<file path="src/hw/memctl_pkg.sv">
package memctl_pkg;

  // bus geometry
  localparam int xlen      = 32;
  localparam int byte_amnt = xlen / 8;

  // ram banks, one per 16 MiB region
  localparam int ram_banks = 4;
  localparam int ram_words = 256;                 // higher offsets alias
  localparam int ram_aw    = $clog2(ram_words);
  localparam int bank_iw   = $clog2(ram_banks);

  // top address byte of each region
  localparam logic [7:0] rom_byte       = 8'h00;
  localparam logic [7:0] ram_first_byte = 8'h01;
  localparam logic [7:0] ram_last_byte  = ram_first_byte + 8'(ram_banks - 1);

  // machine timer registers, 8 byte aligned pairs
  localparam logic [xlen-1:0] msip_addr     = 32'hFFFF_FFC0;
  localparam logic [xlen-1:0] mtime_addr    = 32'hFFFF_FFE0; // high word at +4
  localparam logic [xlen-1:0] mtimecmp_addr = 32'hFFFF_FFF0; // high word at +4

  // timer register selector
  localparam logic [1:0] csr_sel_msip     = 2'b00;
  localparam logic [1:0] csr_sel_mtime    = 2'b10;
  localparam logic [1:0] csr_sel_mtimecmp = 2'b11;

  // which target owns the current access
  typedef enum logic [2:0] {
    tgt_none = 3'd0,  // unmapped, answered with err
    tgt_rom  = 3'd1,
    tgt_ram  = 3'd2,
    tgt_csr  = 3'd3
  } target_t;

endpackage

</file>
<file path="src/hw/response_mux.sv">
`timescale 1ns/1ps

module response_mux
  import memctl_pkg::*;
(
  input  logic                 clk,
  input  logic                 arst_n,
  input  logic                 cyc,
  input  target_t              target,
  input  logic                 rom_ack,
  input  logic [xlen-1:0]      rom_dat,
  input  logic [ram_banks-1:0] bank_ack,
  input  logic [xlen-1:0]      bank_dat [ram_banks],
  input  logic                 csr_ack,
  input  logic [xlen-1:0]      csr_dat,
  output logic                 ack,
  output logic                 err,
  output logic [xlen-1:0]      rdat
);

  logic            err_q;
  logic [xlen-1:0] bank_rdat;

  // one-cycle error ack for unmapped accesses, no repeat while high
  always_ff @(posedge clk or negedge arst_n) begin
    if (!arst_n) begin
      err_q <= 1'b0;
    end else begin
      err_q <= cyc && (target == tgt_none) && !err_q;
    end
  end

  // only the acknowledging bank drives data
  always_comb begin
    bank_rdat = '0;
    for (int i = 0; i < ram_banks; i++) begin
      if (bank_ack[i]) begin
        bank_rdat = bank_dat[i];
      end
    end
  end

  assign err = err_q;

  always_comb begin
    case (target)
      tgt_rom: begin
        ack  = rom_ack;   // rom latency passes straight through
        rdat = rom_dat;
      end
      tgt_ram: begin
        ack  = |bank_ack;
        rdat = bank_rdat;
      end
      tgt_csr: begin
        ack  = csr_ack;
        rdat = csr_dat;
      end
      default: begin
        ack  = err;
        rdat = '0;        // unmapped reads return zero
      end
    endcase
  end

endmodule

</file>
<file path="config.mk">
export PLATFORM = sky130hd
export DESIGN_NAME = response_mux
export DESIGN_NICKNAME = d
export VERILOG_FILES = /design/src/hw/memctl_pkg.sv /design/src/hw/response_mux.sv
export SDC_FILE = /design/constraint.sdc
export NUM_CORES = 1
export LEC_CHECK = 0
export ABC_AREA = 1
export BUFFER_PORTS_ARGS = -buffer_cell sky130_fd_sc_hd__buf_2
export CORE_ASPECT_RATIO = 0.5
export CORE_MARGIN = 2
export CORE_UTILIZATION = 31
export CTS_BUF_LIST = sky130_fd_sc_hd__clkbuf_8
export DETAILED_ROUTE_END_ITERATION = 10
export PLACE_DENSITY = 0.78
export SYNTH_ARGS = -nofsm -noshare
export SYNTH_HDL_FRONTEND = slang
export SYNTH_SLANG_ARGS = --single-unit
</file>
<file path="constraint.sdc">
create_clock -name clk -period 0.9 [get_ports clk]
set_clock_uncertainty 0.1 [all_clocks]
set_input_delay 0.045 -clock clk [delete_from_list [all_inputs] [get_ports clk]]
set_output_delay 0.045 -clock clk [all_outputs]
set_load 0.02 [all_outputs]
</file>
==> results.md <==
* Number of synthesis warnings at 0
* Sequential power share at under 10%
* NetSw at 0.990 mW
* First DRT Iteration DRCs at about 380
* Crit path DAT at 1.00 ns
* Fillers at approximately 500
* FFs w/ async S/R, synth at 100%
* Gate Count Post-Synth at 440
* Crit-path most repeated cell: buf_6
* Ant diodes at 0
* Max VDD drop at around 0.24 mV
* GP Congestion at 0.884
* Vias in the first global route at roughly 3,200
* Nets at between 800 and 900
* Pin count of the biggest net entering global routing at 34
* # Max-Cap Violations at 0
* Die area at approximately 7000 sq um
* TNS Setup at -5.63 ns
* Max Fanout on Critical Path at 6
* WS Path Type: in2out
* Critical path data required time at 0.75 ns
* Startpoint types: primary input
* DR WL/cell at around 15 microns
* First-pass GRT wire length at 14,400 microns
* Core ar. at approximately 6000 sq um
* Period utilization at 127%
* Power density over the cells at approximately 470 nW/um^2
* Register area share after synthesis at under 10%
* Crit end category: output port
* Share of layout cells above drive strength 1 at 55.5%
* Sw Share at between 40% and 50%
* DR DRC count at 0
* Min-Delay Startpoint: cyc
* Initial core utilization at about a third
* Failing checks: setup timing
* Clock share of power at 0%
* Top post-synthesis cells by area: nand3_1 25%, nand2_1 20%, nor2_1 20%
* CP Launch Point: target[0]
* DP Wirelength at 7390 microns
* Worst path max stage delay at 0.23 ns
* Yosys cell types at 15
* Internal power at just over 1 mW
* Post-Syn Nets at about 640
* RR Startpoint: err
* Vias post-DR at 3,885
* Post-route ant nets at 0
* # IOs at between 200 and 250
* Number of synthesized register bits at 1
* Cell Chain, Critical Path: buf_6 -> inv_6 -> nor3_4 -> buf_6 -> clkbuf_16 -> a21oi_1 -> nand2_2 -> buf_4
* Worst-skew pair later-pin latency at 0 ns
* Final setup violating endpoints at 33
* Max reg flops at 1
* Grt ovf at 0
* Cell Area, Synth at 1920 sq um
* RSZ-0062 raised after global routing: yes
* Primary FF master, synth: dfrtp_1
* Lkg Pwr at around 2.4 nW
* Mean post-synth cell area at 4.36 sq um
* Slew Viols, Final at 0
* Most frequent cell after synthesis: nand2_1
* Logic pwr share at between 90% and 100%
* P&R area growth vs syn at 123%
* Flop2flop setup slack at 0.24 ns
* Buf/Inv on CP at 5
* Fin. Hold Viols at 0
* Fin crit period at 1.14 ns
* Layout Cells excl Fill at between 700 and 800
* Die W at ~120 microns
* Final worst slack at -0.244 ns
* Placed Cells at 761
* Initial antenna violation count at 0
* Post-synth top area cell: nand3_1
* Post-synth EDFFs at 0
* Via density at about 5
* Clock Pin Slew Worst Setup and Hold Paths at 0 ns
* Synth cell count leaders: 104 x nand2_1, 100 x nor2_1, 94 x nand3_1, 71 x inv_1, 32 x a21oi_1
* CP top delay family: buffers and inverters
* PortBufs at between 200 and 250
* Synth top area share at roughly 25%
* Pre-antenna DRT Iters at 5
* Relative slew slack at between 80% and 90%
* Status: complete, but fails checks
* Cell Rows at 20
* Peak Freq at 874 MHz
* Die height at around 60 microns
* Total track usage at 25.8%
* Slowest-stage cell, CP: a21oi_1
* Routed WL at 11,500 microns
* Worst hold path class: in2reg
* Worst-Margin Slew at 0.253 ns
## power by group through the flow
stage | Clock (mW) | Sequential [mW] | Combinational [mW]
final | 0 | 0.0479 | 1.96
after global placement | 0 | 0.0479 | 1.42
after CTS | 0 | 0.0479 | 1.63
after global routing | 0 | 0.0480 | 2.11
after detailed placement | 0 | 0.0478 | 1.44
after floorplan | 0 | 0.0492 | 0.724
## routing by layer
layer	track usage, %	vias up	routed length (microns)
met4	3.61	0	417
met1	33.3	1723	4170
met2	48.0	251	5790
met3	3.17	48	1130
li1	-	1863	-
met5	0	-	0
## worst min-delay path, stage by stage
cell and delay [ns]:
buf_2 0.10, nand4_1 0.08, nor2_1 0.04
## worst paths after layout
path	cells past startpoint	to
max in group asynchronous	2	err
worst max-delay path	8	rdat[4]
worst min register to register	1	err
worst min-delay path	3	err
worst max register to register	1	err
min in group asynchronous	2	err
## logic make-up after synthesis
| kind of cell | synth area share [%] |
|---|---|
| AO/OA/AOI/OAI | 8.60 |
| flip-flops | 1.30 |
| buffers and inverters | 22.5 |
| AND/OR/NAND/NOR | 67.6 |
## stage by stage
stage                     util (%)  worst slack, ns  hold slack [ns]  total power [mW]  area [sq um]
after global placement        56.1           -0.256           -0.281              1.47          3380
after global routing          70.9           -0.336            0.249              2.15          4280
after floorplan                  -          -0.0220           -0.351             0.773          2000
after detailed placement      56.1           -0.260           -0.280              1.49          3380
final                         70.9           -0.244            0.210              2.01          4280
after CTS                     61.7           -0.191            0.210              1.68          3720
## what timing repair did
action | CTS | global route
setup buffers | 4 | 1
gates cloned | 3 | 3
hold buffers | 1 | 0
hold endpoints to repair | 1 | 0
setup endpoints to repair | 33 | 33
resized for setup | 78 | 117
pin swaps | 4 | 22
## cell usage in the layout (no fill, tap or decap), drive strengths merged
cell,instances
nor3,1
dfrtp,1
nand2,104
nor2,100
nand4,4
clkbuf,3
dlygate4sd3,1
a21oi,32
o21ai,1
inv,72
buf,270
nand3,96
## final cells by class
class                           instances  area (sq um)  share of cell area, %
Inverter                               72           283                   6.61
Multi-Input combinational cell        338          1890                   44.2
Sequential cell                         1          25.0                  0.585
Tap cell                               88           110                   2.57
Timing Repair Buffer                  274          1970                   46.0
Note: power is estimated with default switching activity, not from simulation.
