## src/hw/memctl_pkg.sv

```systemverilog
package memctl_pkg;

  // bus geometry
  localparam int xlen      = 32;
  localparam int byte_amnt = xlen / 8;

  // ram banks, one per 16 MiB region
  localparam int ram_banks = 4;
  localparam int ram_words = 256;                 // higher offsets alias
  localparam int ram_aw    = $clog2(ram_words);
  localparam int bank_iw   = $clog2(ram_banks);

  // top address byte of each region
  localparam logic [7:0] rom_byte       = 8'h00;
  localparam logic [7:0] ram_first_byte = 8'h01;
  localparam logic [7:0] ram_last_byte  = ram_first_byte + 8'(ram_banks - 1);

  // machine timer registers, 8 byte aligned pairs
  localparam logic [xlen-1:0] msip_addr     = 32'hFFFF_FFC0;
  localparam logic [xlen-1:0] mtime_addr    = 32'hFFFF_FFE0; // high word at +4
  localparam logic [xlen-1:0] mtimecmp_addr = 32'hFFFF_FFF0; // high word at +4

  // timer register selector
  localparam logic [1:0] csr_sel_msip     = 2'b00;
  localparam logic [1:0] csr_sel_mtime    = 2'b10;
  localparam logic [1:0] csr_sel_mtimecmp = 2'b11;

  // which target owns the current access
  typedef enum logic [2:0] {
    tgt_none = 3'd0,  // unmapped, answered with err
    tgt_rom  = 3'd1,
    tgt_ram  = 3'd2,
    tgt_csr  = 3'd3
  } target_t;

endpackage

```

## src/hw/bus_decoder.sv

```systemverilog
`timescale 1ns/1ps

module bus_decoder
  import memctl_pkg::*;
(
  input  logic                 cyc,
  input  logic                 we,
  input  logic [byte_amnt-1:0] sel,
  input  logic [xlen-1:0]      adr,
  input  logic [xlen-1:0]      wdat,
  output target_t              target,
  output logic [ram_banks-1:0] bank_stb,
  output logic [ram_aw-1:0]    bank_adr,
  output logic                 rom_cyc,
  output logic [xlen-1:0]      rom_adr,
  output logic                 csr_stb,
  output logic [1:0]           csr_sel,
  output logic                 csr_hi,
  output logic                 t_we,
  output logic [byte_amnt-1:0] t_sel,
  output logic [xlen-1:0]      t_wdat
);

  logic [7:0] top_byte;
  logic [7:0] bank_off;
  logic       rom_hit;
  logic       ram_hit;
  logic       msip_hit;
  logic       mtime_hit;
  logic       mtimecmp_hit;
  logic       local_tgt;

  assign top_byte = adr[xlen-1:xlen-8];
  assign bank_off = top_byte - ram_first_byte;  // region 0x01 is bank 0

  assign rom_hit = (top_byte == rom_byte);
  assign ram_hit = (top_byte >= ram_first_byte) && (top_byte <= ram_last_byte);

  // exact word match, bit 2 picks the half of the 64-bit pair
  assign msip_hit     = (adr == msip_addr);
  assign mtime_hit    = (adr[xlen-1:3] == mtime_addr[xlen-1:3]) && (adr[1:0] == 2'b00);
  assign mtimecmp_hit = (adr[xlen-1:3] == mtimecmp_addr[xlen-1:3]) && (adr[1:0] == 2'b00);

  always_comb begin
    if (rom_hit) begin
      target = tgt_rom;
    end else if (ram_hit) begin
      target = tgt_ram;
    end else if (msip_hit || mtime_hit || mtimecmp_hit) begin
      target = tgt_csr;
    end else begin
      target = tgt_none;
    end
  end

  always_comb begin
    csr_sel = csr_sel_msip;
    if (mtime_hit) begin
      csr_sel = csr_sel_mtime;
    end else if (mtimecmp_hit) begin
      csr_sel = csr_sel_mtimecmp;
    end
  end
  assign csr_hi = adr[2];

  always_comb begin
    for (int i = 0; i < ram_banks; i++) begin
      bank_stb[i] = cyc && (target == tgt_ram) && (bank_off[bank_iw-1:0] == bank_iw'(i));
    end
  end
  assign bank_adr = adr[ram_aw+1:2];  // word index, upper offset bits alias

  // external rom sees only its 16 MiB window
  assign rom_cyc = cyc && (target == tgt_rom);
  assign rom_adr = {8'h00, adr[23:0]};

  assign csr_stb = cyc && (target == tgt_csr);

  // only ram and timer take writes
  assign local_tgt = (target == tgt_ram) || (target == tgt_csr);
  assign t_we      = cyc && we && local_tgt;
  assign t_sel     = local_tgt ? sel : '0;
  assign t_wdat    = wdat;

endmodule

```

## config.mk

```make
export PLATFORM = sky130hd
export DESIGN_NAME = bus_decoder
export DESIGN_NICKNAME = d
export VERILOG_FILES = /design/src/hw/memctl_pkg.sv /design/src/hw/bus_decoder.sv
export SDC_FILE = /design/constraint.sdc
export NUM_CORES = 1
export LEC_CHECK = 0
export ABC_AREA = 1
export CORE_AREA = 2 2 61 63
export DETAILED_ROUTE_END_ITERATION = 16
export DIE_AREA = 0 0 63 65
export DONT_BUFFER_PORTS = 1
export SLEW_MARGIN = 20
export SYNTH_ARGS = -nofsm -noshare
export SYNTH_HDL_FRONTEND = slang
export SYNTH_SLANG_ARGS = --single-unit
```

## constraint.sdc

```tcl
create_clock -name vclk -period 2.5
set_input_delay 0.5 -clock vclk [all_inputs]
set_output_delay 0.5 -clock vclk [all_outputs]
set_load 0.01 [all_outputs]
```

==> results of run 1 <==
[cell type report]
type                       count  area share
tap                           48      0.0947
multi-input combinational    111       0.769
inverter                      23       0.136
[through the flow]
step / cell area (um2) / util / worst slack [ps]
3_5_place_dp: 634 / 0.181 / 561
5_1_grt: 634 / 0.181 / 454
3_3_place_gp: 634 / 0.181 / 572
2_1_floorplan: 1130 / - / 712
6_report: 634 / 0.181 / 574
4_1_cts: 634 / 0.181 / 559
[layout by cell type, fill, tap and decap left out]
cell type	netlist	layout
nor2_4	1	1
nand2_1	44	44
nand3_1	8	8
nor2_2	8	8
nor2_1	32	32
nor3b_1	1	1
nand4_2	1	1
inv_1	23	23
nor4_1	1	1
nor3_1	2	2
nor3_2	1	1
a21oi_1	1	1
nand4_1	1	1
nand3_2	1	1
conb_1	1	9
[kinds of logic after synthesis]
kind of cell,share of synthesized area
compound gates,0.00455
buf+inv,0.584
other cells,0.00341
simple gates,0.408
[power by group through the flow]
stage               Combinational, W  Clock (W)  Sequential (W)
global route               0.0000450          0               0
floorplan                   0.000152          0               0
CTS                        0.0000395          0               0
finish                     0.0000390          0               0
global placement           0.0000384          0               0
detailed placement         0.0000393          0               0
[how the worst min path moves through the flow]
stage | end | cells past startpoint
after floorplan | bank_stb[0] | 1
after global placement | t_wdat[0] | 0
after detailed placement | t_wdat[0] | 0
after CTS | t_wdat[0] | 0
after global routing | t_wdat[12] | 0
final | rom_adr[19] | 0
[critical path, delay by kind of cell]
kind	cells	cell delay, ps
AND/OR/NAND/NOR	3	660
buffers and inverters	1	90
AO/OA/AOI/OAI	1	180
[metal layers]
| layer | track usage | up-vias | share of wire | wire (um) |
|---|---|---|---|---|
| li1 | - | 382 | - | - |
| met1 | 0.0906 | 328 | 0.34 | 771 |
| met2 | 0.195 | 60 | 0.53 | 1180 |
| met3 | 0.0243 | 10 | 0.11 | 241 |
| met4 | 0.0250 | 0 | 0.024 | 53 |
| met5 | 0 | - | 0 | 0 |
==> out/metrics.cfg, run 1 <==
[global_route]
grt_use_total = 0.0945
grt.overflow.total = 0
grt_pass1_wl_um = 3060
antenna_found_initial = 0
grt_pass1_vias = 668
grt_max_degree = 7

[sta]
max_freq_ghz = 0.519
post-route-period-util = 0.770
max_slew.worst_pin.slew_ps = 555
layout_min_cycle_time_ps = 1930
slew_violations = 0
slew_headroom = 0.626
final-hold-violation-count = 0
setup_violations = 0
fin_setup_tns_ps = 0
rsz0062_at_grt = false
hold_slack_ps = 1000

[final_layout]
area_growth_pct = -42.3
regArea_um2 = 0
final_cells = 182
multi_input_area_um2 = 488
antenna_cells = 0
nFlopsAndLatches = 0
drive_gt1_frac = 0.0896
clkbuf_count = 0
fillers = 429
final_nets = 206

[yosys]
synth_top_area_frac = 0.505
synth_area_leaders = buf_4 (51%), nand2_1 (15%), nor2_1 (11%)
ys_types = 16
ys_warn_count = 0
synth_cells = 200
syn-cell-area_um2 = 1100
synth_most_common_cell = buf_4
syn_area_per_cell_um2 = 5.50
ys_top_cells_by_count = buf_4 (74), nand2_1 (44), nor2_1 (32), inv_1 (23)
ys_seq_area_frac = 0
yosysTopAreaCell = buf_4

[placement]
numPortBuffers = 0
place_inst = 182
place_congestion = 0.720
hpwlAfterDp_um = 2080

[power]
power_frac_comb = 1.000
p_per_area_nw_per_um2 = 61.5
pwr-share-seq = 0
p_sw_w = 0.0000264
p_clk_frac = 0
p_leak_nw = 0.346
ir_worst_vdd_v = 0.0000146
p_sw_frac = 0.677
intPower_w = 0.0000126
total_power_w = 0.0000390

[die]
die_area_um2 = 4100
core_region_area_um2 = 3500
rows = 22
ios = 159
initial_utilization = 0.315
die_w_um = 63
die_h_um = 65

[job]
maxCapViolations = 0

[status]
status = completed

[route]
route.detailed.drc = 0
routed_wl_um = 2250
vias = 780
ant_nets = 0
drtIter0Drc = 18
wl_per_cell_um = 12.4
via_per_inst = 4.29
drt_first_pass_iters = 4

[setup_path]
worst_ep_required_time_ps = 2000
cp_data_arrival_time_ps = 1430
crit_path_end = bank_stb[1]
cp-start-kind = input pin
cpMaxStageDelayCell = nor4_1
cp-end-kind = output port
path_max_fanout = 3
worst-setup-path-type = input pin to output port
path_cells = nor2_1 > nand3_1 > a21oi_1 > inv_1 > nor4_1
startpoint = adr[27]
cpPeakStageDelay_ps = 430

[min_path]
hold_class = input pin to output port
hold_start = adr[19]

[clock_tree]
postCtsResizedCells = 0
holdBufCountCts = 0
cts_setup_buffers = 0

(Power assumes the default switching activity.)
==> inputs of run 2 (changes only) <==
==> constraint.sdc (replaced) <==
create_clock -name vclk -period 1.79
set_input_delay 0.358 -clock vclk [all_inputs]
set_output_delay 0.358 -clock vclk [all_outputs]
set_load 0.01 [all_outputs]
==> out/metrics.cfg, run 2 (synthesis results as in run 1) <==
[min_path]
hold_class = input pin to output port  ; unchanged
holdPathStages = 0  ; unchanged

[route]
drtIter0Drc = 15  ; was 18
drt_first_pass_iters = 3  ; was 4
via_per_inst = 4.26  ; was 4.29
routed_wl_um = 2260  ; was 2250 um
vias = 780  ; unchanged
ant_nets = 0  ; unchanged
route.detailed.drc = 0  ; unchanged
wl_per_cell_um = 12.4  ; about the same

[die]
core_region_area_um2 = 3500  ; unchanged
die_h_um = 65  ; unchanged
rows = 22  ; unchanged
initial_utilization = 0.315  ; unchanged
die_w_um = 63  ; unchanged
ios = 159  ; unchanged
die_area_um2 = 4100  ; unchanged

[power]
ir_worst_vdd_v = 0.0000181  ; was 0.0000146 V
p_per_area_nw_per_um2 = 84.7  ; was 61.5 nW/um2
p_leak_nw = 0.352  ; was 0.346 nW
total_power_w = 0.0000543  ; was 0.0000390 W

[final_layout]
final_common_cell = nand2_1  ; unchanged
area_growth_pct = -41.6  ; was -42.3%
nFlopsAndLatches = 0  ; unchanged
regArea_um2 = 0  ; unchanged
multi_input_area_um2 = 488  ; unchanged
drive_gt1_frac = 0.0963  ; was 0.0896
final_cell_mix = nand2_1 (44), nor2_1 (32), inv_1 (23)  ; unchanged
final_nets = 207  ; was 206
antenna_cells = 0  ; unchanged
clkbuf_count = 0  ; unchanged
fillers = 413  ; was 429

[global_route]
antenna_found_initial = 0  ; unchanged
grt_pass1_wl_um = 3080  ; was 3060 um
grt_use_total = 0.0960  ; was 0.0945
grt.overflow.total = 0  ; unchanged
grt_max_degree = 7  ; unchanged
grt_pass1_vias = 668  ; unchanged

[status]
status = completed  ; unchanged

[sta]
fin_setup_tns_ps = 0  ; unchanged
setup_violations = 0  ; unchanged
post-route-period-util = 0.896
layout_min_cycle_time_ps = 1600
rsz0062_at_grt = false  ; unchanged
final-hold-violation-count = 0  ; unchanged
max_freq_ghz = 0.624
slew_violations = 0  ; unchanged

[setup_path]
cpPeakStageDelay_ps = 170  ; was 430 ps
crit_cells = 10  ; was 5
cp_data_arrival_time_ps = 1250  ; was 1430 ps
worst_ep_required_time_ps = 1430  ; was 2000 ps
path_cells = nand2_1 > nor2_1 > nand2_1 > nor2_1 > inv_1 > nand2_1 > nand2_1 > nand2_1 > nand3_1 > inv_1  ; was nor2_1 > nand3_1 > a21oi_1 > inv_1 > nor4_1
crit_top_cell = nand2_1
path_max_fanout = 3  ; unchanged
cp-end-kind = output port  ; unchanged
critPathTopFamily = simple AND/OR/NAND/NOR gates  ; unchanged
cp-start-kind = input pin  ; unchanged
worst-setup-path-type = input pin to output port  ; unchanged
cpMaxStageDelayCell = nor2_1  ; was nor4_1
path_buf_inv = 2  ; was 1

[placement]
place_congestion = 0.712  ; was 0.720
hpwlAfterDp_um = 2090  ; was 2080 um
numPortBuffers = 0  ; unchanged

[job]
maxCapViolations = 0  ; unchanged

[clock_tree]
postCtsResizedCells = 0  ; unchanged
holdBufCountCts = 0  ; unchanged
cts_setup_buffers = 0  ; unchanged

[run 2: changes by cell type in the layout (fill, tap and decap cells not counted)]
cell	delta
buf_4	+1
[run 2: path summary, 6_finish.rpt]
kind | slack (ps) | end | startpoint
min | 720 | rom_adr[19] | adr[19]
max | 190 | csr_stb | adr[16]
[run 2: area by class of cell]
type,count,share of cell area
multi-input cells,111,0.760
inverters,23,0.135
repair buffers,1,0.0117
well taps,48,0.0936
[run 2: where the power goes]
part           switching, W   total, W  internal (W)
logic             0.0000367  0.0000543     0.0000177
registers                 0          0             0
clock network             0          0             0
[run 2: per-stage QoR]
stage	setup slack (ps)	util	instance area, um2	hold slack [ps]	std cells
floorplan	286	-	1130	764	208
CTS	146	0.184	642	716	183
global route	27.5	0.184	642	716	183
detailed placement	147	0.184	642	716	183
global placement	193	0.184	642	716	183
finish	186	0.184	642	716	183
[run 2: per-layer routing]
layer | GRT usage | part of all wire | vias to the layer above
met5 | 0 | 0 | -
met4 | 0.0250 | 0.023 | 0
met3 | 0.0260 | 0.12 | 10
met2 | 0.202 | 0.52 | 60
met1 | 0.0885 | 0.34 | 326
li1 | - | - | 384
==> inputs of run 3 (changes only) <==
--- a/config.mk
+++ b/config.mk
@@ -6,10 +6,13 @@
 export NUM_CORES = 1
 export LEC_CHECK = 0
 export ABC_AREA = 1
-export CORE_AREA = 2 2 61 63
+export CELL_PAD_IN_SITES_DETAIL_PLACEMENT = 1
+export CELL_PAD_IN_SITES_GLOBAL_PLACEMENT = 2
+export CORE_AREA = 2 2 69 71
 export DETAILED_ROUTE_END_ITERATION = 16
-export DIE_AREA = 0 0 63 65
+export DIE_AREA = 0 0 71 73
 export DONT_BUFFER_PORTS = 1
+export PLACE_DENSITY = 0.9
 export SLEW_MARGIN = 20
 export SYNTH_ARGS = -nofsm -noshare
 export SYNTH_HDL_FRONTEND = slang
==> out/metrics.cfg, run 3 (synthesis results as in run 1) <==
[route]
via_per_inst = 4.19  ; was 4.26
drtIter0Drc = 13  ; was 15
ant_nets = 0  ; unchanged
drt_first_pass_iters = 2  ; was 3
routed_wl_um = 2190  ; was 2260 um
route.detailed.drc = 0  ; unchanged
wl_per_cell_um = 11.5  ; was 12.4 um
vias = 797  ; was 780

[placement]
hpwlAfterDp_um = 2010  ; was 2090 um
place_congestion = 0.632  ; was 0.712
place_inst = 190  ; was 183
numPortBuffers = 0  ; unchanged
dp_slack_ps = 136  ; was 147 ps
placed_area_um2 = 657  ; was 642 um2

[die]
ios = 159  ; unchanged
rows = 25  ; was 22
die_w_um = 71  ; was 63 um
initial_utilization = 0.242  ; was 0.315
core_region_area_um2 = 4540  ; was 3500 um2
die_h_um = 73  ; was 65 um
die_area_um2 = 5180  ; was 4100 um2

[power]
p_leak_nw = 0.357  ; was 0.352 nW
ir_worst_vdd_v = 0.0000143  ; was 0.0000181 V
p_per_area_nw_per_um2 = 84.4  ; was 84.7 nW/um2

[final_layout]
regArea_um2 = 0  ; unchanged
clkbuf_count = 0  ; unchanged
design_area_um2 = 659  ; was 642 um2
drive_gt1_frac = 0.110  ; was 0.0963
fillers = 596  ; was 413
final_cells = 190  ; was 183
final_cell_mix = nand2_1 (44), nor2_1 (31), inv_1 (23)  ; was nand2_1 (44), nor2_1 (32), inv_1 (23)
area_growth_pct = -40.0  ; was -41.6%
nFlopsAndLatches = 0  ; unchanged
antenna_cells = 0  ; unchanged
final_nets = 208  ; was 207
final_common_cell = nand2_1  ; unchanged

[global_route]
grt_pass1_wl_um = 3280  ; was 3080 um
antenna_found_initial = 0  ; unchanged
grt.overflow.total = 0  ; unchanged
grt_use_total = 0.0759  ; was 0.0960
grt_max_degree = 7  ; unchanged
grt_pass1_vias = 775  ; was 668

[sta]
setup_ws_ps = 210  ; was 186 ps
max_freq_ghz = 0.633  ; was 0.624 GHz
setup_violations = 0  ; unchanged
fin_setup_tns_ps = 0  ; unchanged
rsz0062_at_grt = false  ; unchanged
post-route-period-util = 0.883  ; was 0.896
layout_min_cycle_time_ps = 1580  ; was 1600 ps
slew_violations = 0  ; unchanged
hold_slack_ps = 716  ; about the same
final-hold-violation-count = 0  ; unchanged

[setup_path]
cp_data_arrival_time_ps = 1220  ; was 1250 ps
path_max_fanout = 6  ; was 3
cp-end-kind = output port  ; unchanged
worst-setup-path-type = input pin to output port  ; unchanged
cp-start-kind = input pin  ; unchanged
worst_ep_required_time_ps = 1430  ; about the same

[min_path]
holdPathStages = 0  ; unchanged
hold_class = input pin to output port  ; unchanged

[clock_tree]
holdBufCountCts = 0  ; unchanged

[status]
status = completed  ; unchanged

[job]
maxCapViolations = 0  ; unchanged

## run 3: changes by cell type in the layout (fill, tap and decap cells not counted), sizes merged
| cell | delta |
|---|---|
| buf | +1 |
## run 3: metrics by stage
step,util,total power (W)
after floorplan,-,0.000212
after global placement,0.145,0.0000552
after detailed placement,0.145,0.0000563
after CTS,0.145,0.0000565
after global routing,0.145,0.0000657
final,0.145,0.0000556
## run 3: area by class of cell
cell class,instances,area (um2),area share
multi-input combinational,111,490,0.744
tap,54,67.6,0.102
inverter,23,86.3,0.131
timing repair buffer,2,15.0,0.0228
## run 3: worst max-delay path, stage by stage
cell	delay [ps]
nor2_1	90
nand3_1	140
a21oi_1	190
inv_1	90
nor2_2	130
nor2_4	80
nor2_2	140
## run 3: worst paths after layout
path    start     endpoint  slack [ps]
max   adr[29]         t_we         210
min   adr[17]  rom_adr[17]         720
## run 3: routing by layer
layer / up-vias / global-route usage / share of wire
met5: - / 0 / 0
met1: 352 / 0.0831 / 0.39
met2: 50 / 0.154 / 0.50
li1: 385 / - / -
met3: 10 / 0.00829 / 0.089
met4: 0 / 0.0189 / 0.015
## run 3: power breakdown
part | switching [W] | internal [W]
Combinational | 0.0000379 | 0.0000177
Clock | 0 | 0
Sequential | 0 | 0
## run 3: repair_timing
action                                  4_1_cts  5_1_grt
resized for setup                             0        1
hold endpoints to repair                      0        0
endpoints found under the setup margin        0        1
buffers inserted                              0        0
