==> config.mk <==
export PLATFORM = sky130hd
export DESIGN_NAME = csr_timer
export DESIGN_NICKNAME = d
export VERILOG_FILES = /design/src/hw/memctl_pkg.sv /design/src/hw/csr_timer.sv
export SDC_FILE = /design/constraint.sdc
export NUM_CORES = 1
export LEC_CHECK = 0
export ABC_AREA = 1
export BUFFER_PORTS_ARGS = -buffer_cell sky130_fd_sc_hd__buf_4
export CELL_PAD_IN_SITES_DETAIL_PLACEMENT = 1
export CELL_PAD_IN_SITES_GLOBAL_PLACEMENT = 1
export CORE_MARGIN = 2
export CORE_UTILIZATION = 40
export CTS_BUF_LIST = sky130_fd_sc_hd__clkbuf_8
export DETAILED_ROUTE_END_ITERATION = 8
export GPL_TIMING_DRIVEN = 0
export HOLD_SLACK_MARGIN = 0.02
export PLACE_DENSITY_LB_ADDON = 0.1
export SLEW_MARGIN = 20
export SYNTH_ARGS = -nofsm -noshare
export SYNTH_HDL_FRONTEND = slang
export SYNTH_SLANG_ARGS = --single-unit
==> constraint.sdc <==
create_clock -name clk -period 4.1 [get_ports clk]
set_input_delay 0.205 -clock clk [delete_from_list [all_inputs] [get_ports clk]]
set_output_delay 0.205 -clock clk [all_outputs]
set_load 0.005 [all_outputs]
==> src/hw/memctl_pkg.sv <==
package memctl_pkg;

  // bus geometry
  localparam int xlen      = 32;
  localparam int byte_amnt = xlen / 8;

  // ram banks, one per 16 MiB region
  localparam int ram_banks = 4;
  localparam int ram_words = 256;                 // higher offsets alias
  localparam int ram_aw    = $clog2(ram_words);
  localparam int bank_iw   = $clog2(ram_banks);

  // top address byte of each region
  localparam logic [7:0] rom_byte       = 8'h00;
  localparam logic [7:0] ram_first_byte = 8'h01;
  localparam logic [7:0] ram_last_byte  = ram_first_byte + 8'(ram_banks - 1);

  // machine timer registers, 8 byte aligned pairs
  localparam logic [xlen-1:0] msip_addr     = 32'hFFFF_FFC0;
  localparam logic [xlen-1:0] mtime_addr    = 32'hFFFF_FFE0; // high word at +4
  localparam logic [xlen-1:0] mtimecmp_addr = 32'hFFFF_FFF0; // high word at +4

  // timer register selector
  localparam logic [1:0] csr_sel_msip     = 2'b00;
  localparam logic [1:0] csr_sel_mtime    = 2'b10;
  localparam logic [1:0] csr_sel_mtimecmp = 2'b11;

  // which target owns the current access
  typedef enum logic [2:0] {
    tgt_none = 3'd0,  // unmapped, answered with err
    tgt_rom  = 3'd1,
    tgt_ram  = 3'd2,
    tgt_csr  = 3'd3
  } target_t;

endpackage

==> src/hw/csr_timer.sv <==
`timescale 1ns/1ps

module csr_timer
  import memctl_pkg::*;
(
  input  logic                 clk,
  input  logic                 arst_n,
  input  logic                 stb,
  input  logic                 we,
  input  logic [byte_amnt-1:0] sel,
  input  logic [1:0]           csr_sel,
  input  logic                 csr_hi,
  input  logic [xlen-1:0]      wdat,
  output logic                 ack,
  output logic [xlen-1:0]      rdat,
  output logic                 timer_irq,
  output logic                 soft_irq
);

  logic [2*xlen-1:0] mtime;
  logic [2*xlen-1:0] mtimecmp;
  logic              msip;
  logic              access;
  logic              wr;

  // replace the enabled lanes of one 32-bit half
  function automatic logic [2*xlen-1:0] merge_half(input logic [2*xlen-1:0] old_val,
                                                   input logic hi,
                                                   input logic [xlen-1:0] data,
                                                   input logic [byte_amnt-1:0] lanes);
    logic [2*xlen-1:0] res;
    res = old_val;
    for (int b = 0; b < byte_amnt; b++) begin
      if (lanes[b]) begin
        res[(hi ? xlen : 0) + 8*b +: 8] = data[8*b +: 8];
      end
    end
    return res;
  endfunction

  assign access = stb && !ack;
  assign wr     = access && we;

  always_ff @(posedge clk or negedge arst_n) begin
    if (!arst_n) begin
      ack <= 1'b0;
    end else begin
      ack <= access;
    end
  end

  always_ff @(posedge clk or negedge arst_n) begin
    if (!arst_n) begin
      mtime     <= '0;
      mtimecmp  <= '0;
      msip      <= 1'b0;
      timer_irq <= 1'b0;
    end else begin
      // a software write wins over the increment
      if (wr && csr_sel == csr_sel_mtime) begin
        mtime <= merge_half(mtime, csr_hi, wdat, sel);
      end else begin
        mtime <= mtime + 1'b1;
      end
      if (wr && csr_sel == csr_sel_mtimecmp) begin
        mtimecmp <= merge_half(mtimecmp, csr_hi, wdat, sel);
      end
      if (wr && csr_sel == csr_sel_msip && sel[0]) begin
        msip <= wdat[0];
      end
      timer_irq <= (mtime >= mtimecmp);
    end
  end

  always_ff @(posedge clk) begin
    if (access) begin
      case (csr_sel)
        csr_sel_msip:     rdat <= {{(xlen-1){1'b0}}, msip};
        csr_sel_mtime:    rdat <= csr_hi ? mtime[2*xlen-1:xlen] : mtime[xlen-1:0];
        csr_sel_mtimecmp: rdat <= csr_hi ? mtimecmp[2*xlen-1:xlen] : mtimecmp[xlen-1:0];
        default:          rdat <= '0;
      endcase
    end
  end

  assign soft_irq = msip;

endmodule

==> flow_summary.yaml, run 1 <==
routing:
  post_drt_via_cell_ratio: 5.64
  post_drt_wl_per_cell_um: 23.2
  dr_iter_0_viols: 1079
  dr.pass1.iters: 5
  final_ant_viol_nets: 0
  routed-via-count: 11600
  drc: 0
  wirelength_um: 47900
pwr:
  net_switching_power_mw: 2.32
  seqPwrFrac: 0.443
  total_power_mw: 5.65
  power-per-cell-area_nw_per_um2: 438
  cell_internal_pwr_mw: 3.33
  sw_frac_of_total: 0.411
  vdd.ir_drop.worst_mv: 0.189
  share_clk_of_total_power: 0.232
  combPwrFrac: 0.325
  total_leakage_power_nw: 5.80
setup_path:
  worstPathMaxFanout: 18
  max_stage_delay_ns: 0.59
  setup.worst_path.end_class: "register"
  kind_of_start_point_of_the_critical_path: "register"
  worst_r2r_path_depth: 8
  crit_top_cell: "sky130_fd_sc_hd__nor2_4"
  critical_path.slowest_cell: "sky130_fd_sc_hd__nor2_4"
  path_cells: "nor2_4 > nand2_2 > nor2_4 > inv_2 > nor2_1 > inv_1 > nand2_1 > o21ai_0"
  data_arrival_time_of_the_critical_path_ns: 3.09
  path_class: "reg2reg"
  critPathRequiredTime_ns: 4.47
logic_synthesis:
  number_of_synthesized_flops_with_an_enable_pin: 32
  synth_async_sr_flop_share: 0.804
  synth_warnings: 0
  synth_top_cell_by_area: "sky130_fd_sc_hd__dfrtp_1"
  yosys.area.top_type_share: 0.294
  ys_seq_area_frac: 0.380
  synthesis.area_um2: 11200
  synth_top_cells_by_count: "349 x sky130_fd_sc_hd__nand2_1, 184 x sky130_fd_sc_hd__inv_1, 182 x sky130_fd_sc_hd__nor2_1"
  postSynthAreaPerCell_um2: 7.18
  post_synth_main_area_contributors: "sky130_fd_sc_hd__dfrtp_1 29%, sky130_fd_sc_hd__nand2_1 12%, sky130_fd_sc_hd__edfxtp_1 8.6%"
  syn-num-nets: 1662
  ys_ff_latch: 163
  most_repeated_cell_in_the_gate_level_netlist_after_synthesis: "sky130_fd_sc_hd__nand2_1"
  unique_masters_post_synth: 42
  synth_top_flop_cell: "sky130_fd_sc_hd__dfrtp_1"
  postSynthCellCount: 1554
flow_run:
  max_cap_viol_count: 0
sta:
  timing.setup.tns_ns: 0
  finalClockSkew_ns: 0.0203
  worst_slew_pin_slew_ns: 1.09
  rsz_0062_raised_after_global_routing: "false"
  max_clock_freq_ghz: 0.367
  drv_slew: 0
  setup_violations: 0
  slew-limit-headroom: 0.273
  fin_crit_ns: 2.73
  final-hold-violation-count: 0
  fin_hold_ws_ns: 0.0305
  finalCritPeriodShare: 0.665
placed_design:
  port-buffer-count: 74
  hpwl_um: 37400
  gp_congestion: 1.03
cts:
  ctsHtreeMaxLevel: 4
  clkSinkCount: 163
  clkSlewWorstSetupHoldPaths_ns: 0.09
  clock_buffer_count_from_cts: 17
  cts.path.max_buffers: 2
  tritoncts: "built"
  post_cts.repair.setup_buffers: 0
  insertion_delay_ns: 0.49
  ctsRootBufferMaster: "sky130_fd_sc_hd__clkbuf_8"
  cts.repair.resized: 0
global_routing:
  first_pass_grt_wire_length_um: 71900
  gr-total-overflow: 0
  grt_antenna_before_repair: 1
  largest_net_degree_at_the_start_of_global_routing: 72
  number_of_global_route_vias_before_repair: 11700
  total_global_route_track_usage: 0.336
floorplan:
  start_util: 0.404
  io_pins: 78
  x_dimension_of_the_die_um: 171
  core.rowCount: 61
  dieArea_um2: 29200
  die_h_um: 171
  core_area_um2: 27600
hold_path:
  hold-path-cell-count: 3
  min-delay-path-class: "in2reg"
cells_and_area:
  synthToLayoutAreaGrowth_pct: 15.7
  regArea_um2: 4240
  drive_above_1_share: 0.0972
  multi_input_area_um2: 5960
  filler_cell_count: 3559
  nets: 1783
  antenna_diode_instance_count: 0
run_status:
  status: "completed"
[cell usage in the layout, fill, tap and decap left out, types with 4 or more instances in the layout]
cell type and n:
sky130_fd_sc_hd__a21oi_1 112, sky130_fd_sc_hd__buf_1 8, sky130_fd_sc_hd__buf_2 18, sky130_fd_sc_hd__buf_4 74, sky130_fd_sc_hd__bufinv_16 4, sky130_fd_sc_hd__clkbuf_1 25
sky130_fd_sc_hd__clkbuf_8 18, sky130_fd_sc_hd__dfrtp_1 131, sky130_fd_sc_hd__dlygate4sd3_1 26, sky130_fd_sc_hd__edfxtp_1 32, sky130_fd_sc_hd__ha_1 65, sky130_fd_sc_hd__inv_1 190
sky130_fd_sc_hd__inv_2 5, sky130_fd_sc_hd__nand2_1 349, sky130_fd_sc_hd__nand2_2 4, sky130_fd_sc_hd__nand3_1 114, sky130_fd_sc_hd__nand3_2 4, sky130_fd_sc_hd__nand4_1 47
sky130_fd_sc_hd__nor2_1 182, sky130_fd_sc_hd__nor2_2 17, sky130_fd_sc_hd__nor2_4 9, sky130_fd_sc_hd__nor3_1 5, sky130_fd_sc_hd__o211ai_1 24, sky130_fd_sc_hd__o21ai_0 160
sky130_fd_sc_hd__o21ai_1 5, sky130_fd_sc_hd__xnor2_1 6, sky130_fd_sc_hd__xor2_1 18
[worst max-delay path, delay by kind of cell, from the launching register on]
family | cells | cell delay (ns)
AO/OA/AOI/OAI | 1 | 0.07
AND/OR/NAND/NOR | 5 | 1.79
buffers and inverters | 2 | 0.32
flip-flops | 1 | 0.41
[power by group through the flow]
stage          Combinational [mW]  Sequential (mW)  Clock [mW]
6_report                     1.83             2.50        1.31
5_1_grt                      2.11             2.54        1.38
4_1_cts                      1.83             2.49        1.33
3_5_place_dp                 1.79             2.52           0
3_3_place_gp                 1.70             2.51           0
2_1_floorplan                1.21             2.31           0
[per-layer routing]
layer  wire length (um)  vias to the layer above  GRT usage
met3               2830                       80     0.0493
li1                   -                     5405          -
met2              21800                      363      0.543
met1              22000                     5788      0.471
met4               1180                        2     0.0917
met5                 13                        -          0
[metrics by stage]
stage               setup slack [ns]  cells  area, um2  utilization
floorplan                       2.04   1554      11200            -
global placement               0.953   2006      12200        0.441
detailed placement              1.34   2008      12200        0.443
CTS                             1.32   2065      12900        0.467
global route                    1.18   2065      12900        0.467
finish                          1.37   2065      12900        0.467
[cells by family (layout without fill, tap and decap cells)]
| group | count (synthesis) | in the layout | synth area share |
|---|---|---|---|
| AOI/OAI and AO/OA | 318 | 318 | 0.152 |
| xor gates and xnor gates | 24 | 24 | 0.0188 |
| adders and majority gates | 65 | 65 | 0.0729 |
| buffers and inverters | 243 | 376 | 0.0855 |
| DFF | 163 | 163 | 0.380 |
| muxes | 1 | 1 | 0.000897 |
| and+or+nand+nor | 740 | 740 | 0.289 |
[layout make-up]
| cell class | count | area share |
|---|---|---|
| repair buffers | 102 | 0.0680 |
| well taps | 378 | 0.0366 |
| flip-flops and latches | 163 | 0.328 |
| multi-input cells | 1148 | 0.462 |
| clock buffers | 18 | 0.0192 |
| plain buffers | 54 | 0.0189 |
| clock inverters | 13 | 0.0122 |
| inverters | 189 | 0.0549 |
[what timing repair did]
item / in CTS / in global routing
hold buffers: 26 / 0
setup endpoints to repair: 0 / 0
hold endpoints to repair: 100 / 0
[flip-flops by register name, indices dropped and copies added, names as in the netlist]
register,flops
ack,1
soft_irq,1
rdat,32
timer_irq,1
mtimecmp,64
mtime,64
[path summary, 6_finish.rpt]
kind | slack [ns] | to | from
max in group asynchronous | 3.06 | mtimecmp[58] | arst_n
setup / recovery | 1.37 | mtimecmp[12] | ack
hold reg to reg | 0.49 | mtimecmp[28] | mtimecmp[28]
setup reg to reg | 1.37 | mtimecmp[12] | ack
min in group asynchronous | 0.24 | mtimecmp[13] | arst_n
hold / removal | 0.03 | mtimecmp[3] | wdat[3]
No activity file was read; power rests on OpenSTA's default activity.
==> run 2, diff against run 1 <==
Settings changed: ABC_AREA 1 to 0.
Clock period 4.1 ns to 2.31 ns, I/O delays scaled along.
==> run 2 against run 1 <==
The flow now finishes with violations (negative setup slack). First-iteration DRC count down 36%. Power up 74%. Non-clock buffer count up 37. Largest power group unchanged. Critical endpoint is now mtime[50]. Sequential cell count unchanged.
==> flow_summary.yaml, run 2 <==
pwr:
  power-per-cell-area_nw_per_um2: 780
  seqPwrFrac: 0.430
  total_leakage_power_nw: 5.37
  cell_internal_pwr_mw: 6.22
  net_switching_power_mw: 3.61
  combPwrFrac: 0.328
  share_clk_of_total_power: 0.242
  total_power_mw: 9.83
  vdd.ir_drop.worst_mv: 0.433
  sw_frac_of_total: 0.367
logic_synthesis:
  synth_top_cells_by_count: "131 x sky130_fd_sc_hd__dfrtp_1, 78 x sky130_fd_sc_hd__nor2_1, 71 x sky130_fd_sc_hd__inv_1"
  post_synth_main_area_contributors: "sky130_fd_sc_hd__dfrtp_1 33%, sky130_fd_sc_hd__edfxtp_1 9.6%, sky130_fd_sc_hd__ha_1 8.1%"
  synth_top_cell_by_area: "sky130_fd_sc_hd__dfrtp_1"
  unique_masters_post_synth: 68
  most_repeated_cell_in_the_gate_level_netlist_after_synthesis: "sky130_fd_sc_hd__dfrtp_1"
  synth_top_flop_cell: "sky130_fd_sc_hd__dfrtp_1"
  number_of_synthesized_flops_with_an_enable_pin: 32
  synth_async_sr_flop_share: 0.804
  synth_warnings: 0
  syn-num-nets: 1073
  ys_seq_area_frac: 0.423
  ys_ff_latch: 163
  synthesis.area_um2: 10000
  yosys.area.top_type_share: 0.327
  postSynthCellCount: 965
  postSynthAreaPerCell_um2: 10.4
sta:
  max_clock_freq_ghz: 0.425
  fin_hold_ws_ns: 0.0385
  setup_ws_ns: -0.0436
  drv_slew: 0
  finalCritPeriodShare: 1.02
  finalClockSkew_ns: 0.0111
  final-hold-violation-count: 0
  worst_slew_pin_slew_ns: 1.04
  setup_violations: 3
  fin_crit_ns: 2.35
  rsz_0062_raised_after_global_routing: "true"
  slew-limit-headroom: 0.307
setup_path:
  worst_r2r_path_depth: 6
  timing.reg2reg.setup_slack_ns: -0.04
  setup.worst_path.end_class: "register"
  data_arrival_time_of_the_critical_path_ns: 2.72
  reg2reg_to: "mtime[50]"
  timing.critical_path.from: "mtime[27]"
  worstPathMaxFanout: 7
  crit_reg_reg_startpoint: "mtime[27]"
  max_stage_delay_ns: 0.47
  critPathRequiredTime_ns: 2.68
  path_class: "reg2reg"
  kind_of_start_point_of_the_critical_path: "register"
  timing.critical_path.to: "mtime[50]"
  path_cells: "and3_2 > and4_2 > nand2_2 > or4_4 > or3b_1 > o221a_2"
  critical_path.slowest_cell: "sky130_fd_sc_hd__dfrtp_1"
cells_and_area:
  filler_cell_count: 2668
  most-common-layout-cells: "126 x sky130_fd_sc_hd__buf_4, 110 x sky130_fd_sc_hd__dfrtp_1, 75 x sky130_fd_sc_hd__nor2_1, 68 x sky130_fd_sc_hd__inv_1, 63 x sky130_fd_sc_hd__mux2_2"
  layout.cells.most_common: "sky130_fd_sc_hd__buf_4"
  antenna_diode_instance_count: 0
  drive_above_1_share: 0.314
  reg_top3: "mtime x64, mtimecmp x64, rdat x32"
  synthToLayoutAreaGrowth_pct: 25.8
  nets: 1253
floorplan:
  x_dimension_of_the_die_um: 162
  io_pins: 78
  dieArea_um2: 26300
  core_area_um2: 24500
  start_util: 0.410
  die_h_um: 162
  core.rowCount: 57
cts:
  clkSlewWorstSetupHoldPaths_ns: 0.10
  ctsHtreeMaxLevel: 4
  cts.path.max_buffers: 2
  clkSinkCount: 163
  tritoncts: "built"
  insertion_delay_ns: 0.48
  clock_buffer_count_from_cts: 17
  ctsRootBufferMaster: "sky130_fd_sc_hd__clkbuf_8"
routing:
  final_ant_viol_nets: 0
  routed-via-count: 8887
  dr.pass1.iters: 5
  dr_iter_0_viols: 691
  post_drt_wl_per_cell_um: 23.7
  drc: 0
  wirelength_um: 35100
  post_drt_via_cell_ratio: 6.00
placed_design:
  port-buffer-count: 75
  gp_congestion: 0.859
  dp_slack_ns: -0.854
  hpwl_um: 24700
flow_run:
  max_cap_viol_count: 0
run_status:
  violations: "negative setup slack"
  status: "finished with violations"
global_routing:
  total_global_route_track_usage: 0.271
  grt_antenna_before_repair: 0
  gr-total-overflow: 0
  number_of_global_route_vias_before_repair: 9208
  largest_net_degree_at_the_start_of_global_routing: 82
  first_pass_grt_wire_length_um: 54100
hold_path:
  min-delay-path-class: "in2reg"
run 2: critical path: cells and delay by family, from the launching register on:
family / cells / cell delay [ns]
simple gates: 5 / 1.64
flops: 1 / 0.47
compound gates: 1 / 0.12
run 2: final cells by class:
type                       count  area [um2]  area share
multi-input combinational    699        5710       0.453
sequential                   163        4270       0.338
timing repair buffer         162        1360       0.108
tap                          324         405      0.0322
inverter                      71         267      0.0211
clock buffer                  17         234      0.0186
clock inverter                15         194      0.0154
buffer                        31         170      0.0135
run 2: per-stage QoR:
stage	setup TNS (ns)	area [um2]	util	std cells
floorplan	0	10000	-	965
global placement	-98.00	11000	0.449	1364
detailed placement	-76.50	11100	0.452	1366
CTS	-0.232	12200	0.499	1454
global route	-1.32	12600	0.515	1482
finish	-0.0648	12600	0.515	1482
run 2: worst min-delay path by stage:
stage	from	end	depth (start not counted)
2_1_floorplan	arst_n	ack	0
3_3_place_gp	wdat[29]	mtime[61]	3
3_5_place_dp	arst_n	mtimecmp[12]	1
4_1_cts	sel[0]	soft_irq	3
5_1_grt	sel[0]	soft_irq	3
6_report	sel[0]	soft_irq	3
run 2: what timing repair did:
action | CTS | global route
cloned | 0 | 0
pin swaps | 13 | 19
hold buffers | 33 | 0
setup endpoints to repair | 128 | 68
hold endpoints to repair | 204 | 0
resized for setup | 59 | 54
buffers inserted | 24 | 28
run 2: cells by family after synthesis:
logic type,share of synthesized area
and+or+nand+nor,0.193
AOI/OAI and AO/OA,0.118
DFF,0.423
buffers and inverters,0.0402
muxes,0.144
adders and majority gates,0.0812
xor gates and xnor gates,0.000874
run 2: per-layer routing:
| metal | track usage | wire [um] |
|---|---|---|
| met5 | 0 | 0 |
| met4 | 0.0692 | 774 |
| met3 | 0.0483 | 1860 |
| met2 | 0.445 | 16900 |
| met1 | 0.372 | 15600 |
run 2: power by group through the flow:
stage | Sequential, mW | Combinational [mW] | Clock, mW
finish | 4.23 | 3.22 | 2.38
global route | 4.31 | 3.62 | 2.52
CTS | 4.20 | 3.05 | 2.41
detailed placement | 4.25 | 2.78 | 0
global placement | 4.23 | 2.65 | 0
floorplan | 3.98 | 1.93 | 0
==> run 3, diff against run 2 <==
Settings changed: RECOVER_POWER from default to 50.
Clock period 2.31 ns to 1.98 ns, I/O delays scaled along.
==> run 3 against run 2 <==
The flow still finishes with violations (negative setup slack). Via count rose by 4.0%. Register-to-register slack worse by 0.26 ns. Critical path depth is 3 higher. Clock power increased by 9.2%. First-iteration DRC count decreased by 1.4%. Largest power group unchanged.
==> flow_summary.yaml, run 3 (synthesized netlist as in run 2, its figures left out) <==
global_routing:
  grt_antenna_before_repair: 0
  met2_demand_to_capacity_share_in_global_routing: 0.471
  total_global_route_track_usage: 0.285
  number_of_global_route_vias_before_repair: 9761
  busiest_layer: "met2"
  first_pass_grt_wire_length_um: 56800
  largest_net_degree_at_the_start_of_global_routing: 82
  gr-total-overflow: 0
  met1_usage: 0.377
  global_route.usage.met3: 0.0480
pwr:
  total_leakage_power_nw: 5.87
  total_power_mw: 11.9
  power-per-cell-area_nw_per_um2: 872
  vdd.ir_drop.worst_mv: 0.464
cts:
  ctsHtreeMaxLevel: 4
  clkSinkCount: 163
  cts.path.max_buffers: 2
  clkSlewWorstSetupHoldPaths_ns: 0.10
  tritoncts: "built"
  clock_buffer_count_from_cts: 17
  ctsRootBufferMaster: "sky130_fd_sc_hd__clkbuf_8"
  insertion_delay_ns: 0.49
placed_design:
  hpwl_um: 24700
  gp_congestion: 0.861
  port-buffer-count: 75
run_status:
  violations: "negative setup slack"
  status: "finished with violations"
setup_path:
  crit_top_cell: "sky130_fd_sc_hd__buf_6"
  critPathBufInv: 3
  timing.critical_path.to: "mtime[48]"
  critical_path_depth: 9
  crit_reg_reg_startpoint: "mtime[16]"
  reg2reg_to: "mtime[48]"
  setup.worst_path.end_class: "register"
  kind_of_start_point_of_the_critical_path: "register"
  timing.reg2reg.setup_slack_ns: -0.30
  data_arrival_time_of_the_critical_path_ns: 2.63
  critPathRequiredTime_ns: 2.32
  path_class: "reg2reg"
  path_cells: "and4_4 > and4_1 > buf_6 > buf_4 > nand4_1 > buf_6 > or3_4 > o211ai_1 > o311ai_1"
  max_stage_delay_ns: 0.44
  critPathTopFamily: "simple AND/OR/NAND/NOR gates"
  worst_r2r_path_depth: 9
  critical_path.slowest_cell: "sky130_fd_sc_hd__dfrtp_1"
  worstPathMaxFanout: 5
  timing.critical_path.from: "mtime[16]"
floorplan:
  core_area_um2: 24500
  die_h_um: 162
  dieArea_um2: 26300
  core.rowCount: 57
  io_pins: 78
  start_util: 0.410
  x_dimension_of_the_die_um: 162
routing:
  dr_iter_0_viols: 681
  wirelength_um: 37300
  final_ant_viol_nets: 0
  drc: 0
  dr.pass1.iters: 5
  routed-via-count: 9242
  post_drt_wl_per_cell_um: 24.2
  post_drt_via_cell_ratio: 6.00
cells_and_area:
  most-common-layout-cells: "140 x sky130_fd_sc_hd__buf_4, 100 x sky130_fd_sc_hd__dfrtp_1, 71 x sky130_fd_sc_hd__inv_1, 67 x sky130_fd_sc_hd__nor2_1, 63 x sky130_fd_sc_hd__mux2_2"
  synthToLayoutAreaGrowth_pct: 36.3
  drive_above_1_share: 0.413
  reg_top3: "mtime x64, mtimecmp x64, rdat x32"
  nets: 1312
  layout.cells.most_common: "sky130_fd_sc_hd__buf_4"
  post-route-util: 0.558
  antenna_diode_instance_count: 0
sta:
  fin_hold_ws_ns: 0.148
  finalClockSkew_ns: 0.0213
  finalCritPeriodShare: 1.15
  worst_slew_pin_slew_ns: 1.23
  max_clock_freq_ghz: 0.438
  drv_slew: 0
  final-hold-violation-count: 0
  slew-limit-headroom: 0.179
  fin_crit_ns: 2.28
  setup_ws_ns: -0.303
  rsz_0062_raised_after_global_routing: "true"
  setup_violations: 41
hold_path:
  min-delay-path-class: "in2reg"
flow_run:
  max_cap_viol_count: 0
run 3: cell count changes in the layout (fill, tap and decap cells not counted), sizes merged:
cell         before  now
clkbuf           38   62
buf             139  176
dlygate4sd3      33   34
bufinv            3    2
clkinvlp          2    1
clkinv            2    7
inv              79   73
run 3: worst min-delay path by stage:
stage,start,endpoint,depth (start not counted)
finish,sel[2],mtime[53],4
global route,sel[1],mtimecmp[44],3
CTS,sel[2],mtime[53],4
detailed placement,arst_n,mtimecmp[13],1
global placement,wdat[29],mtime[61],3
floorplan,arst_n,ack,0
run 3: where the power goes:
| part | internal [mW] | switching (mW) | total [mW] |
|---|---|---|---|
| Sequential | 4.11 | 0.787 | 4.89 |
| Combinational | 2.21 | 2.21 | 4.42 |
| Clock | 1.22 | 1.38 | 2.60 |
run 3: timing repair:
item	CTS	global route
endpoints found under the hold margin	205	0
resized for setup	155	81
pin swaps	58	46
setup buffers	84	29
setup endpoints to repair	155	62
cloned	0	0
hold buffers	34	0
run 3: layer usage:
metal | share of wire | vias to the layer above | wire, um
met5 | 0 | - | 0
met4 | 0.027 | 0 | 1000
met3 | 0.047 | 67 | 1770
met2 | 0.50 | 293 | 18500
met1 | 0.43 | 4776 | 16000
li1 | - | 4106 | -
run 3: area by class of cell:
type	count	area (um2)
sequential	163	4280
tap	324	405
inverter	71	267
clock buffer	20	275
clock inverter	12	130
buffer	30	216
fill	2620	10800
timing repair buffer	222	1900
multi-input combinational	699	6190
run 3: worst register-to-register path: stages (launching register included):
cell and delay [ns]:
sky130_fd_sc_hd__dfrtp_1 0.44, sky130_fd_sc_hd__and4_4 0.26, sky130_fd_sc_hd__and4_1 0.20, sky130_fd_sc_hd__buf_6 0.13, sky130_fd_sc_hd__buf_4 0.11, sky130_fd_sc_hd__nand4_1 0.12, sky130_fd_sc_hd__buf_6 0.18, sky130_fd_sc_hd__or3_4 0.33
sky130_fd_sc_hd__o211ai_1 0.21, sky130_fd_sc_hd__o311ai_1 0.18
run 3: per-stage QoR:
step | setup TNS (ns) | std cells | setup slack (ns) | area [um2]
after global placement | -102.58 | 1364 | -0.912 | 11100
after CTS | -2.60 | 1515 | -0.285 | 13100
after global routing | -8.47 | 1541 | -0.363 | 13700
after detailed placement | -82.36 | 1366 | -1.00 | 11100
after floorplan | -1.28 | 965 | -0.202 | 10100
final | -4.77 | 1541 | -0.303 | 13700
